<file path="config.mk">
export PLATFORM = sky130hd
export DESIGN_NAME = carpici_top
export DESIGN_NICKNAME = d
export VERILOG_FILES = /design/src/common/carpici_pkg.sv /design/src/carpici/toplayici.sv /design/src/carpici/carpici.sv /design/src/rtl/axi_carpici.sv /design/src/rtl/carpici_top.sv
export VERILOG_INCLUDE_DIRS = /design/src /design/src/common
export SDC_FILE = /design/constraint.sdc
export NUM_CORES = 2
export LEC_CHECK = 0
export BUFFER_PORTS_ARGS = -buffer_cell sky130_fd_sc_hd__buf_4
export CAP_MARGIN = 30
export CORE_ASPECT_RATIO = 0.7
export CORE_MARGIN = 4
export CORE_UTILIZATION = 35
export CTS_CLUSTER_DIAMETER = 200
export DETAILED_ROUTE_END_ITERATION = 7
export SYNTH_ARGS = -nofsm -noshare
export SYNTH_HDL_FRONTEND = slang
export SYNTH_SLANG_ARGS = --single-unit
</file>
<file path="constraint.sdc">
create_clock -name clk_i -period 14.33 [get_ports clk_i]
set_clock_uncertainty 0.2 [all_clocks]
set_input_delay 2.1495 -clock clk_i [delete_from_list [all_inputs] [get_ports clk_i]]
set_output_delay 2.1495 -clock clk_i [all_outputs]
set_load 0.05 [all_outputs]
</file>
<file path="src/common/carpici_consts.svh">
`ifndef CARPICI_CONSTS_SVH
`define CARPICI_CONSTS_SVH

// Operand and product widths of the multiplier.
`define CARPICI_VERI_W            32
`define CARPICI_SONUC_W           64

// AXI4-Lite address width, enough for five word registers.
`define CARPICI_ADRES_W           5

// Byte offsets of the registers.
`define CARPICI_ADR_ISLEC0        5'h00
`define CARPICI_ADR_ISLEC1        5'h04
`define CARPICI_ADR_DURUM         5'h08 // Bit 0 is the ready flag.
`define CARPICI_ADR_SONUC_DUSUK   5'h0C
`define CARPICI_ADR_SONUC_YUKSEK  5'h10

`endif

</file>
<file path="src/common/carpici_pkg.sv">
`default_nettype none

package carpici_pkg;

    // The two 32-bit halves of a product, upper half first.
    typedef struct packed {
        logic [31:0] yuksek;
        logic [31:0] dusuk;
    } carpim_yarim_t;

    // One product word, seen either as a signed value or as two bus words.
    typedef union packed {
        logic signed [63:0] tam;
        carpim_yarim_t      yarim;
    } carpim_t;

    // Register index, which is the byte offset divided by four.
    typedef enum logic [2:0] {
        ISLEC0       = 3'd0,
        ISLEC1       = 3'd1,
        DURUM        = 3'd2,
        SONUC_DUSUK  = 3'd3,
        SONUC_YUKSEK = 3'd4
    } yazmac_e;

endpackage

`default_nettype wire

</file>
<file path="src/carpici/toplayici.sv">
`timescale 1ns/100ps
`default_nettype none

`include "carpici_consts.svh"

module toplayici (
    input  wire [`CARPICI_VERI_W-1:0] islec0_i,
    input  wire [`CARPICI_VERI_W-1:0] islec1_i,
    input  wire                       carry_i,
    output wire [`CARPICI_VERI_W-1:0] toplam_o,
    output wire                       carry_o
);

    // Up sweep takes log2 of the width stages, the down sweep one less.
    localparam int yukari_asama = $clog2(`CARPICI_VERI_W);
    localparam int asama_sayisi = 2 * yukari_asama - 1;

    // Distance to the partner bit in a given stage.
    function automatic int uzaklik(input int asama);
        if (asama <= yukari_asama)
            return 1 << (asama - 1);
        return 1 << (asama_sayisi - asama);
    endfunction

    // True where a stage holds a prefix cell rather than a plain wire.
    function automatic bit hucre_var(input int asama, input int bit_no);
        int seviye;
        if (asama <= yukari_asama)
            return ((bit_no + 1) % (1 << asama)) == 0;
        seviye = asama_sayisi - asama;
        return (((bit_no + 1) % (1 << (seviye + 1))) == (1 << seviye)) &&
               (bit_no >= (1 << (seviye + 1)));
    endfunction

    wire [`CARPICI_VERI_W-1:0] g [0:asama_sayisi];
    wire [`CARPICI_VERI_W-1:0] p [0:asama_sayisi];
    wire [`CARPICI_VERI_W-1:0] tasima;

    // The carry in is folded into the generate of bit 0.
    assign p[0] = islec0_i ^ islec1_i;
    assign g[0] = (islec0_i & islec1_i) |
                  {{(`CARPICI_VERI_W-1){1'b0}}, p[0][0] & carry_i};

    for (genvar s = 1; s <= asama_sayisi; s++) begin : g_asama
        for (genvar i = 0; i < `CARPICI_VERI_W; i++) begin : g_bit
            if (hucre_var(s, i)) begin : g_hucre
                assign g[s][i] = g[s-1][i] | (p[s-1][i] & g[s-1][i - uzaklik(s)]);
                assign p[s][i] = p[s-1][i] & p[s-1][i - uzaklik(s)];
            end else begin : g_gecis
                assign g[s][i] = g[s-1][i];
                assign p[s][i] = p[s-1][i];
            end
        end
    end

    // After the last stage every g bit is the carry out of bits i down to 0.
    assign tasima   = {g[asama_sayisi][`CARPICI_VERI_W-2:0], carry_i};
    assign toplam_o = p[0] ^ tasima;
    assign carry_o  = g[asama_sayisi][`CARPICI_VERI_W-1];

endmodule

`default_nettype wire

</file>
<file path="src/carpici/carpici.sv">
`timescale 1ns/100ps
`default_nettype none

`include "carpici_consts.svh"

module carpici (
    input  wire                          clk_i,
    input  wire [`CARPICI_VERI_W-1:0]    islec0_i,
    input  wire [`CARPICI_VERI_W-1:0]    islec1_i,
    input  wire                          islem_gecerli_i,
    output carpici_pkg::carpim_t         carpim_o,
    output wire                          carpim_gecerli_o
);

    // Rows 0 to 31 are the partial products. Compressor k writes its sum
    // to row 32+2k and its carry to row 33+2k, so rows 90 and 91 are the
    // last pair.
    localparam int csa_sayisi = 30;
    localparam int satir_sayisi = 32 + 2 * csa_sayisi;

    // Input rows of each compressor, grouped by tree level.
    localparam int csa_giris [0:csa_sayisi-1][0:2] = '{
        '{ 0,  1,  2}, '{ 3,  4,  5}, '{ 6,  7,  8}, '{ 9, 10, 11}, '{12, 13, 14},
        '{15, 16, 17}, '{18, 19, 20}, '{21, 22, 23}, '{24, 25, 26}, '{27, 28, 29},
        '{32, 33, 34}, '{35, 36, 37}, '{38, 39, 40}, '{41, 42, 43}, '{44, 45, 46},
        '{47, 48, 49}, '{50, 51, 30},
        '{52, 53, 54}, '{55, 56, 57}, '{58, 59, 60}, '{61, 62, 63}, '{64, 65, 31},
        '{66, 67, 68}, '{69, 70, 71}, '{72, 73, 74},
        '{76, 77, 78}, '{79, 80, 81},
        '{82, 83, 84},
        '{86, 87, 85},
        '{88, 89, 75}
    };

    wire [`CARPICI_VERI_W-1:0]  mutlak0;
    wire [`CARPICI_VERI_W-1:0]  mutlak1;
    wire                        isaret_farkli;
    wire [`CARPICI_SONUC_W-1:0] satir [0:satir_sayisi-1];
    wire [`CARPICI_SONUC_W-1:0] mutlak_carpim;
    wire [`CARPICI_SONUC_W-1:0] sonuc;
    wire                        ara_carry;

    // Magnitudes of the operands. The most negative value maps to 2^31,
    // which is still correct read as unsigned.
    assign mutlak0 = islec0_i[`CARPICI_VERI_W-1] ? (~islec0_i + 1'b1) : islec0_i;
    assign mutlak1 = islec1_i[`CARPICI_VERI_W-1] ? (~islec1_i + 1'b1) : islec1_i;
    assign isaret_farkli = islec0_i[`CARPICI_VERI_W-1] ^ islec1_i[`CARPICI_VERI_W-1];

    for (genvar i = 0; i < `CARPICI_VERI_W; i++) begin : g_kismi
        assign satir[i] = mutlak1[i] ?
                          ({{`CARPICI_VERI_W{1'b0}}, mutlak0} << i) : '0;
    end

    // 3:2 compressors. The carry row is shifted up by one bit.
    for (genvar k = 0; k < csa_sayisi; k++) begin : g_csa
        wire [`CARPICI_SONUC_W-1:0] a;
        wire [`CARPICI_SONUC_W-1:0] b;
        wire [`CARPICI_SONUC_W-1:0] c;
        wire [`CARPICI_SONUC_W-1:0] cogunluk;

        assign a        = satir[csa_giris[k][0]];
        assign b        = satir[csa_giris[k][1]];
        assign c        = satir[csa_giris[k][2]];
        assign cogunluk = (a & b) | (a & c) | (b & c);

        assign satir[32 + 2 * k] = a ^ b ^ c;
        assign satir[33 + 2 * k] = {cogunluk[`CARPICI_SONUC_W-2:0], 1'b0};
    end

    toplayici u_toplayici_dusuk (
        .islec0_i (satir[satir_sayisi-2][`CARPICI_VERI_W-1:0]),
        .islec1_i (satir[satir_sayisi-1][`CARPICI_VERI_W-1:0]),
        .carry_i  (1'b0),
        .toplam_o (mutlak_carpim[`CARPICI_VERI_W-1:0]),
        .carry_o  (ara_carry)
    );

    // A carry out of bit 63 falls outside the product.
    toplayici u_toplayici_yuksek (
        .islec0_i (satir[satir_sayisi-2][`CARPICI_SONUC_W-1:`CARPICI_VERI_W]),
        .islec1_i (satir[satir_sayisi-1][`CARPICI_SONUC_W-1:`CARPICI_VERI_W]),
        .carry_i  (ara_carry),
        .toplam_o (mutlak_carpim[`CARPICI_SONUC_W-1:`CARPICI_VERI_W]),
        .carry_o  ()
    );

    assign sonuc = isaret_farkli ? (~mutlak_carpim + 1'b1) : mutlak_carpim;

    assign carpim_o         = sonuc;
    assign carpim_gecerli_o = islem_gecerli_i; // Same cycle, no pipeline.

endmodule

`default_nettype wire

</file>
<file path="src/rtl/axi_carpici.sv">
`timescale 1ns/100ps
`default_nettype none

`include "carpici_consts.svh"

module axi_carpici (
    input  wire                           clk_i,
    input  wire                           rst_i,
    input  wire [`CARPICI_ADRES_W-1:0]    awaddr_i,
    input  wire                           awvalid_i,
    output wire                           awready_o,
    input  wire [`CARPICI_VERI_W-1:0]     wdata_i,
    input  wire [`CARPICI_VERI_W/8-1:0]   wstrb_i,
    input  wire                           wvalid_i,
    output wire                           wready_o,
    output wire [1:0]                     bresp_o,
    output wire                           bvalid_o,
    input  wire                           bready_i,
    input  wire [`CARPICI_ADRES_W-1:0]    araddr_i,
    input  wire                           arvalid_i,
    output wire                           arready_o,
    output wire [`CARPICI_VERI_W-1:0]     rdata_o,
    output wire [1:0]                     rresp_o,
    output wire                           rvalid_o,
    input  wire                           rready_i,
    output wire [`CARPICI_VERI_W-1:0]     islec0_o,
    output wire [`CARPICI_VERI_W-1:0]     islec1_o,
    output wire                           islem_gecerli_o,
    input  wire carpici_pkg::carpim_t     carpim_i,
    input  wire                           carpim_gecerli_i
);

    import carpici_pkg::*;

    // Returns 1 for a mapped offset and gives its register index.
    function automatic logic adres_coz(input  logic [`CARPICI_ADRES_W-1:0] adres,
                                       output yazmac_e                     yazmac);
        adres_coz = 1'b1;
        yazmac    = ISLEC0;
        case (adres)
            `CARPICI_ADR_ISLEC0:       yazmac = ISLEC0;
            `CARPICI_ADR_ISLEC1:       yazmac = ISLEC1;
            `CARPICI_ADR_DURUM:        yazmac = DURUM;
            `CARPICI_ADR_SONUC_DUSUK:  yazmac = SONUC_DUSUK;
            `CARPICI_ADR_SONUC_YUKSEK: yazmac = SONUC_YUKSEK;
            default:                   adres_coz = 1'b0;
        endcase
    endfunction

    logic                       yaz_hazir;   // Drives both awready and wready.
    logic                       bvalid_q;
    logic [1:0]                 bresp_q;
    logic                       arready_q;
    logic                       rvalid_q;
    logic [1:0]                 rresp_q;
    logic [`CARPICI_VERI_W-1:0] rdata_q;
    logic [`CARPICI_VERI_W-1:0] islec0_q;
    logic [`CARPICI_VERI_W-1:0] islec1_q;
    logic                       baslat_q;
    logic                       hazir_q;
    carpim_t                    carpim_q;

    yazmac_e yaz_yazmac;
    yazmac_e oku_yazmac;
    logic    yaz_eslesti;
    logic    oku_eslesti;
    logic    yaz_hs;
    logic    oku_hs;
    logic    tam_kelime;

    always_comb begin
        yaz_eslesti = adres_coz(awaddr_i, yaz_yazmac);
        oku_eslesti = adres_coz(araddr_i, oku_yazmac);
    end

    assign yaz_hs     = yaz_hazir && awvalid_i && wvalid_i;
    assign oku_hs     = arready_q && arvalid_i;
    assign tam_kelime = &wstrb_i;

    // Write channel, one outstanding response at a time.
    always_ff @(posedge clk_i) begin
        if (rst_i) begin
            yaz_hazir <= 1'b0;
            bvalid_q  <= 1'b0;
        end else begin
            yaz_hazir <= awvalid_i && wvalid_i && !yaz_hazir && !bvalid_q;
            if (yaz_hs) begin
                bvalid_q <= 1'b1;
            end else if (bready_i) begin
                bvalid_q <= 1'b0;
            end
        end
    end

    always_ff @(posedge clk_i) begin
        if (yaz_hs) begin
            bresp_q <= yaz_eslesti ? 2'b00 : 2'b10; // OKAY or SLVERR.
        end
    end

    // Operands, start pulse and product capture.
    always_ff @(posedge clk_i) begin
        if (rst_i) begin
            islec0_q <= '0;
            islec1_q <= '0;
            baslat_q <= 1'b0;
            hazir_q  <= 1'b0;
            carpim_q <= '0;
        end else begin
            baslat_q <= 1'b0;
            if (carpim_gecerli_i) begin
                carpim_q.tam <= carpim_i.tam;
                hazir_q      <= 1'b1;
            end
            if (yaz_hs && yaz_eslesti && tam_kelime) begin
                case (yaz_yazmac)
                    ISLEC0: begin
                        islec0_q <= wdata_i;
                        hazir_q  <= 1'b0;
                    end
                    ISLEC1: begin
                        islec1_q <= wdata_i;
                        hazir_q  <= 1'b0;
                        baslat_q <= 1'b1; // Multiply runs in the next cycle.
                    end
                    default: ;
                endcase
            end
        end
    end

    // Read channel. Address is taken again once the response has gone.
    always_ff @(posedge clk_i) begin
        if (rst_i) begin
            arready_q <= 1'b0;
            rvalid_q  <= 1'b0;
        end else begin
            if (oku_hs) begin
                arready_q <= 1'b0;
            end else if (!rvalid_q || rready_i) begin
                arready_q <= 1'b1;
            end
            if (oku_hs) begin
                rvalid_q <= 1'b1;
            end else if (rready_i) begin
                rvalid_q <= 1'b0;
            end
        end
    end

    always_ff @(posedge clk_i) begin
        if (oku_hs) begin
            rresp_q <= oku_eslesti ? 2'b00 : 2'b10;
            rdata_q <= '0;
            if (oku_eslesti) begin
                case (oku_yazmac)
                    ISLEC0:       rdata_q <= islec0_q;
                    ISLEC1:       rdata_q <= islec1_q;
                    DURUM:        rdata_q <= {{(`CARPICI_VERI_W-1){1'b0}}, hazir_q};
                    SONUC_DUSUK:  rdata_q <= carpim_q.yarim.dusuk;
                    SONUC_YUKSEK: rdata_q <= carpim_q.yarim.yuksek;
                    default:      rdata_q <= '0;
                endcase
            end
        end
    end

    assign awready_o       = yaz_hazir;
    assign wready_o        = yaz_hazir;
    assign bvalid_o        = bvalid_q;
    assign bresp_o         = bresp_q;
    assign arready_o       = arready_q;
    assign rvalid_o        = rvalid_q;
    assign rresp_o         = rresp_q;
    assign rdata_o         = rdata_q;
    assign islec0_o        = islec0_q;
    assign islec1_o        = islec1_q;
    assign islem_gecerli_o = baslat_q;

endmodule

`default_nettype wire

</file>
<file path="src/rtl/carpici_top.sv">
`timescale 1ns/100ps
`default_nettype none

`include "carpici_consts.svh"

module carpici_top (
    input  wire                           clk_i,
    input  wire                           rst_i,
    input  wire [`CARPICI_ADRES_W-1:0]    awaddr_i,
    input  wire                           awvalid_i,
    output wire                           awready_o,
    input  wire [`CARPICI_VERI_W-1:0]     wdata_i,
    input  wire [`CARPICI_VERI_W/8-1:0]   wstrb_i,
    input  wire                           wvalid_i,
    output wire                           wready_o,
    output wire [1:0]                     bresp_o,
    output wire                           bvalid_o,
    input  wire                           bready_i,
    input  wire [`CARPICI_ADRES_W-1:0]    araddr_i,
    input  wire                           arvalid_i,
    output wire                           arready_o,
    output wire [`CARPICI_VERI_W-1:0]     rdata_o,
    output wire [1:0]                     rresp_o,
    output wire                           rvalid_o,
    input  wire                           rready_i
);

    import carpici_pkg::*;

    wire [`CARPICI_VERI_W-1:0] islec0;
    wire [`CARPICI_VERI_W-1:0] islec1;
    wire                       islem_gecerli;
    carpim_t                   carpim;
    wire                       carpim_gecerli;

    axi_carpici u_axi_carpici (
        .clk_i            (clk_i),
        .rst_i            (rst_i),
        .awaddr_i         (awaddr_i),
        .awvalid_i        (awvalid_i),
        .awready_o        (awready_o),
        .wdata_i          (wdata_i),
        .wstrb_i          (wstrb_i),
        .wvalid_i         (wvalid_i),
        .wready_o         (wready_o),
        .bresp_o          (bresp_o),
        .bvalid_o         (bvalid_o),
        .bready_i         (bready_i),
        .araddr_i         (araddr_i),
        .arvalid_i        (arvalid_i),
        .arready_o        (arready_o),
        .rdata_o          (rdata_o),
        .rresp_o          (rresp_o),
        .rvalid_o         (rvalid_o),
        .rready_i         (rready_i),
        .islec0_o         (islec0),
        .islec1_o         (islec1),
        .islem_gecerli_o  (islem_gecerli),
        .carpim_i         (carpim),
        .carpim_gecerli_i (carpim_gecerli)
    );

    carpici u_carpici (
        .clk_i            (clk_i),
        .islec0_i         (islec0),
        .islec1_i         (islec1),
        .islem_gecerli_i  (islem_gecerli),
        .carpim_o         (carpim),
        .carpim_gecerli_o (carpim_gecerli)
    );

endmodule

`default_nettype wire

</file>
-- Yosys cells after proc, flatten, opt, wreduce, memory -nomap -nowiden
Cells that the tools add are included.
- bitwise operators: 489
- equal/unequal tests: 13
- mux-type cells: 50
- add/subtract/negate cells: 3
- reduce and logical (&&, ||, !) cells: 26
- operators with widths (cell ; count):
    63-bit bitwise AND ; 90
    63-bit OR ; 60
    64-bit XOR ; 48
    32-bit case mux with 5 select lines ; 1
    1-bit bitwise AND ; 158
    32-bit XOR ; 4
    1-bit OR ; 109
    32-bit 2-to-1 mux ; 3
    32-bit by 1-bit adder with 32-bit output, second input constant ; 2
    64-bit by 1-bit adder with 64-bit output, second input constant ; 1
    64-bit 2-to-1 mux ; 1
    32-bit NOT ; 2
    64-bit NOT ; 1
    64-bit by 34-bit XOR with 64-bit output ; 1
    64-bit by 37-bit XOR with 64-bit output ; 1
    64-bit by 40-bit XOR with 64-bit output ; 1
    64-bit by 43-bit XOR with 64-bit output ; 1
    64-bit by 46-bit XOR with 64-bit output ; 1
    64-bit by 49-bit XOR with 64-bit output ; 1
    64-bit by 52-bit XOR with 64-bit output ; 1
    64-bit by 55-bit XOR with 64-bit output ; 1
    64-bit by 58-bit XOR with 64-bit output ; 1
    64-bit by 61-bit XOR with 64-bit output ; 1
    64-bit by 62-bit XOR with 64-bit output ; 1
    other kinds (56) ; 90
- flip-flop bits (word level): 170
- output and inout bits: 41
- input port bits: 53
- word-level logic and storage cells: 593

-- Logic depth before layout (Yosys ltp)
- depth in word-level cells: 61
- mapped depth: 45
- depth with buffers taken out: 42

-- Hierarchy
A second synthesis with hierarchy kept.
- cells, all modules: 4580
- area total of the unflattened synthesis: 41394.7 µm²
- by module, submodules not included (module ; times used ; area each (µm²) ; sequential area each (µm²) ; cells an instance):
    carpici ; 1 ; 31395.1 ; 0.0 ; 3564
    axi_carpici ; 1 ; 7332.0 ; 3703.6 ; 722
    toplayici (u_carpici.u_toplayici_yuksek) ; 1 ; 1336.3 ; 0.0 ; 150
    toplayici (u_carpici.u_toplayici_dusuk) ; 1 ; 1331.3 ; 0.0 ; 144

-- Least setup slack after synthesis
No wires, ideal clock.
- kind: register -> register
- start point: register u_axi_carpici.islec1_q[10] (netlist: u_axi_carpici.islec1_o[10])
- end point: register u_axi_carpici.carpim_q[61] in the netlist's numbering
- path buffers: 2
- data arrival time: 11.253 ns
- setup time: 0.117 ns
- data required time: 14.013 ns
- cell stages (with the launch flop): 38
- clock period less this slack: 11.571 ns
- setup slack: 2.759 ns
- cells stage by stage: dfxtp_1 -> buf_6 -> or4_4 -> or3_1 -> or4b_4 -> nand2_1 -> xnor2_1 -> clkbuf_1 -> nand2_1 -> fa_1 -> fa_1 -> fa_1 -> fa_1 -> fa_1 -> fa_1 -> fa_1 -> inv_1 -> ha_1 -> (+2 left out) -> a21o_1 -> a21oi_1 -> and3_1 -> a21bo_2 -> fa_1 -> fa_1 -> nor2b_1 -> o2111a_1 -> or2_2 -> a2111oi_0 -> o31a_1 -> nor3_1 -> fa_1 -> nor4_1 -> nand4_1 -> nor4_1 -> mux2i_1 -> nand2_1
- word-level cells in the longest chain between the ends: 57
- elaborated cells between the ends (all ways): 428
- those cells by class: 2 x add/sub; 24 x mux; 402 x bitwise
- ends and longest elaborated chain (what ; line ; RTL):
    start: declaration ; axi_carpici.sv:58 ; logic [`CARPICI_VERI_W-1:0] islec1_q;
    start signal: assignment ; axi_carpici.sv:122 ; islec1_q <= wdata_i;
    32-bit NOT ; carpici.sv:46 ; assign mutlak1 = islec1_i[`CARPICI_VERI_W-1] ? (~islec1_i + 1'b1) : islec1_i;
    32-bit by 1-bit adder with 32-bit output ; carpici.sv:46 ;
    32-bit 2-to-1 mux * ; carpici.sv:46 ;
    42-bit 2-to-1 mux ; carpici.sv:50 ; assign satir[i] = mutlak1[i] ?
    63-bit bitwise AND ; carpici.sv:64 ; assign cogunluk = (a & b) | (a & c) | (b & c);
    63-bit OR (2 in series) ; carpici.sv:64 ;
    63-bit bitwise AND ; carpici.sv:64 ;
    63-bit OR (2 in series) ; carpici.sv:64 ;
    (+39 left out) ; -- ;
    1-bit bitwise AND ; toplayici.sv:47 ; assign g[s][i] = g[s-1][i] | (p[s-1][i] & g[s-1][i - uzaklik(s)]);
    1-bit OR ; toplayici.sv:47 ;
    1-bit bitwise AND ; toplayici.sv:47 ;
    1-bit OR ; toplayici.sv:47 ;
    32-bit XOR ; toplayici.sv:58 ; assign toplam_o = p[0] ^ tasima;
    64-bit NOT ; carpici.sv:87 ; assign sonuc = isaret_farkli ? (~mutlak_carpim + 1'b1) : mutlak_carpim;
    64-bit by 1-bit adder with 64-bit output ; carpici.sv:87 ;
    64-bit 2-to-1 mux * ; carpici.sv:87 ;
    end: declaration ; axi_carpici.sv:61 ; carpim_t carpim_q;
Every way passes the cells marked *; elsewhere a longest branch is shown, timed or not.
A chain may end at the register's enable or synchronous reset.

-- Worst setup path after layout
- start point: register u_axi_carpici.islec0_q[3] (netlist: u_axi_carpici.islec0_o[3])
- end point: register u_axi_carpici.carpim_q[61] in the netlist's numbering
- word-level cells in the longest chain between the ends: 58
- elaborated cells between the ends (all ways): 511
- those cells by class: 2 x add/sub; 34 x mux; 475 x bitwise
- ends and longest elaborated chain (what ; line ; RTL):
    start: declaration ; axi_carpici.sv:57 ; logic [`CARPICI_VERI_W-1:0] islec0_q;
    start signal: assignment ; axi_carpici.sv:118 ; islec0_q <= wdata_i;
    32-bit NOT ; carpici.sv:45 ; assign mutlak0 = islec0_i[`CARPICI_VERI_W-1] ? (~islec0_i + 1'b1) : islec0_i;
    32-bit by 1-bit adder with 32-bit output ; carpici.sv:45 ;
    32-bit 2-to-1 mux * ; carpici.sv:45 ;
    32-bit 2-to-1 mux (tied with other cells) ; carpici.sv:50 ;
    63-bit bitwise AND ; carpici.sv:64 ;
    63-bit OR (2 in series) ; carpici.sv:64 ;
    63-bit bitwise AND ; carpici.sv:64 ;
    63-bit OR (2 in series) ; carpici.sv:64 ;
    (+40 left out) ; -- ;
    1-bit bitwise AND ; toplayici.sv:47 ;
    1-bit OR ; toplayici.sv:47 ;
    1-bit bitwise AND ; toplayici.sv:47 ;
    1-bit OR ; toplayici.sv:47 ;
    32-bit XOR ; toplayici.sv:58 ;
    64-bit NOT ; carpici.sv:87 ;
    64-bit by 1-bit adder with 64-bit output ; carpici.sv:87 ;
    64-bit 2-to-1 mux * ; carpici.sv:87 ;
Marked as above.

==> impl_metrics.tcl <==
set metrics [dict create \
    async_flop_share_pct 0 \
    drt-wirelength-per-cell_um 24.6 \
    ys_types 76 \
    p_leak_nw 17.3 \
    grt_usage_pct 25.3 \
    vias_per_cell 5.34 \
    worstSetupPathType "flop to flop" \
    grt_pass1_wl_mm 224 \
    hold_violations 0 \
    dieArea_mm2 0.120 \
    cts_buffer_depth 2 \
    yosys_warnings 0 \
    post-route-util_pct 38.9 \
    initial_core_util_pct 35.4 \
    antenna_found_initial 4 \
    cts-root-buf "clkbuf_16" \
    grt_max_degree 78 \
    switching_share_pct 25.9 \
    synth-seq-cells 168 \
    grt_overflow 0 \
    die_x_um 412 \
    hp-start "u_axi_carpici.carpim_q[45]$_SDFFE_PP0P_" \
    ys_top_cells_by_area "fa_1 47%, inv_1 8.3%, dfxtp_1 6.7%, ha_1 6.7%, nor2_1 6.7%" \
    drv_cap 0 \
    fmax_ghz 0.0757 \
    htreeDepth 4 \
    holdPathEnd "u_axi_carpici.carpim_q[45]$_SDFFE_PP0P_" \
    worstHoldPathCells 2 \
    power_density_mw_per_mm2 22.9 \
    dp_hpwl_mm 120 \
    final_nets 5775 \
    ff2ff_setup_slack_ns 1.13 \
    numCtsBuffers 17 \
    synth_area_per_cell_um2 8.78 \
    holdBufCountCts 0 \
    clkPwrFrac_pct 46.1 \
    fin_crit_sh_pct 92.1 \
    whs_ns 0.262 \
    critical_path.top_delay_family "adder cells" \
    status "complete, no violations" \
    clk_pin_slew_worst_paths_ns 0.07 \
    end_kind "flop" \
    tns_ns 0 \
    fillers 11600 \
    vdd_drop_max_uv 79.2 \
    grt_pass1_vias 33500 \
    synth_top_area_share_pct 46.7 \
    crit_fanout 11 \
    core_area_mm2 0.113 \
    vias 32600 \
    crit_arrival_ns 13.34 \
    intPower_uw 747 \
    syn2layout_area_growth_pct 9.70 \
    num_rows 103 \
    cpMaxStageDelayCell "nor4b_1" \
    wirelength_mm 150 \
    crit_top_cell "fa_1" \
    maxSlewViolCount 0 \
    cp_num_buf_inv 4 \
    yosys_most_used_dff "dfxtp_1" \
    final_cell_area_mm2 0.0440 \
    clock-sinks 168 \
    finalWeightedCongestion 1.01 \
    min_period_ns 13.20 \
    postCtsSetupRepairBufs 0 \
    drive_gt1_share_pct 7.89 \
    synth.most_common_cell "fa_1" \
    cp.required_ns 14.47 \
    combPwrFrac_pct 5.6 \
    setup_viol 0 \
    placed_cells 6066 \
    r2r_start "u_axi_carpici.islec0_o[3]$_SDFFE_PP0P_" \
    tightestPinTransition_ns 1.14 \
    p_sw_uw 261 \
    synth_common_cells "935 x fa_1, 885 x inv_1, 711 x nor2_1" \
    die_h_um 291 \
    cts_tree "done" \
    drc_errors 0 \
    hold_path.class "flop to flop" \
    rsz0062_at_grt "no" \
    worstRegToRegCells 35 \
    synthCells 4564 \
    dr.pass1.iters 8 \
    maxSlewHeadroom_pct 24.1 \
    rr_endpoint "u_axi_carpici.carpim_q[61]$_SDFFE_PP0P_" \
    yosysTopAreaCell "fa_1" \
    fin_cells 6110 \
    critPathLaunchType "flop" \
    worstSkewPairLatency_ns 0.45 \
    synth_edf_count 34 \
    drt-initial-drc-count 4131 \
    ant_nets 0 \
    placed_area_mm2 0.0433 \
    io_pins 94 \
    syn_area_mm2 0.0401 \
    cts_resized 0 \
    cp_slowest_stage_delay_ns 0.71 \
    sequentialPowerShare_pct 48.3 \
    io_buffers 91 \
    ys_seq_area_share_pct 9.24 \
]
## tightest hold or removal path, cell delays in order (launching register included)
cell and delay (ns):
dfxtp_1 0.32, nand2_1 0.05, o21ai_1 0.05
## cell usage in the layout (no fill, tap or decap), types with 16 or more instances in the layout
cell type and n:
fa_1 935, inv_1 885, nor2_1 710, nand2_1 598, buf_4 248, ha_1 214
a21oi_1 136, dfxtp_1 134, xor2_1 67, o21ai_0 63, xnor2_1 62, nor3_1 36
edfxtp_1 34, nand2b_1 33, a222oi_1 31, nor4_1 27, nand4_1 24, xnor2_2 22
nand3_1 20, xor2_2 20, clkbuf_16 17, or3_1 16, a21o_1 16
## layer usage
| layer | wire length (um) | GRT usage (%) | vias to the layer above |
|---|---|---|---|
| met1 | 64700 | 37.7 | 16700 |
| met5 | 0 | 0.200 | - |
| met3 | 23700 | 11.0 | 201 |
| met2 | 58700 | 34.0 | 1958 |
| li1 | - | - | 13700 |
| met4 | 3240 | 4.80 | 0 |
## power groups by stage
stage	Combinational (mW)	Clock [mW]	Sequential [mW]
floorplan	0.0144	0	0.510
global placement	0.0557	0	0.497
detailed placement	0.0559	0	0.497
CTS	0.0560	0.468	0.486
global route	0.0587	0.484	0.486
finish	0.0568	0.465	0.486
## per-stage QoR
| step | total power, mW | worst slack, ns |
|---|---|---|
| after floorplan | 0.524 | 2.76 |
| after global routing | 1.03 | 0.657 |
| after global placement | 0.553 | 1.56 |
| final | 1.01 | 1.13 |
| after detailed placement | 0.553 | 1.39 |
| after CTS | 1.01 | 1.40 |
## logic make-up after synthesis
family / Yosys count / synth area share (%)
and+or+nand+nor: 1530 / 15.8
buffers and inverters: 1150 / 11.0
adders and majority gates: 1149 / 53.4
AOI/OAI and AO/OA: 372 / 6.20
xor gates and xnor gates: 183 / 4.09
DFF: 168 / 9.24
muxes: 11 / 0.275
other: 1 / 0.00936
## area by class of cell
type	instances	area [um^2]	area share, %
antenna	2	5.00	0.0114
multi-input combinational	3247	32500	74.0
timing repair buffer	253	1930	4.38
tap	1522	1900	4.33
clock inverter	13	143	0.324
clock buffer	19	433	0.985
inverter	886	3330	7.56
sequential	168	3700	8.42
## sequential cells by signal, summed over array words and instances (netlist names)
register                       count
u_axi_carpici.arready_o            1
u_axi_carpici.awready_o            1
u_axi_carpici.bresp_o              1
u_axi_carpici.bvalid_o             1
u_axi_carpici.carpim_q            64
u_axi_carpici.hazir_q              1
u_axi_carpici.islec0_o            32
u_axi_carpici.islec1_o            32
u_axi_carpici.islem_gecerli_o      1
u_axi_carpici.rdata_o             32
u_axi_carpici.rresp_o              1
u_axi_carpici.rvalid_o             1
## worst max path at each step
| stage | start | end | slack [ns] | cells after the start |
|---|---|---|---|---|
| final | u_axi_carpici.islec0_o[3]$_SDFFE_PP0P_ | u_axi_carpici.carpim_q[61]$_SDFFE_PP0P_ | 1.13 | 35 |
| after floorplan | u_axi_carpici.islec1_o[10]$_SDFFE_PP0P_ | u_axi_carpici.carpim_q[61]$_SDFFE_PP0P_ | 2.76 | 37 |
| after detailed placement | u_axi_carpici.islec1_o[10]$_SDFFE_PP0P_ | u_axi_carpici.carpim_q[61]$_SDFFE_PP0P_ | 1.39 | 36 |
| after global placement | u_axi_carpici.islec1_o[10]$_SDFFE_PP0P_ | u_axi_carpici.carpim_q[61]$_SDFFE_PP0P_ | 1.56 | 36 |
| after CTS | u_axi_carpici.islec1_o[10]$_SDFFE_PP0P_ | u_axi_carpici.carpim_q[61]$_SDFFE_PP0P_ | 1.40 | 36 |
| after global routing | u_axi_carpici.islec1_o[2]$_SDFFE_PP0P_ | u_axi_carpici.carpim_q[61]$_SDFFE_PP0P_ | 0.66 | 39 |
(Power assumes the default switching activity.)
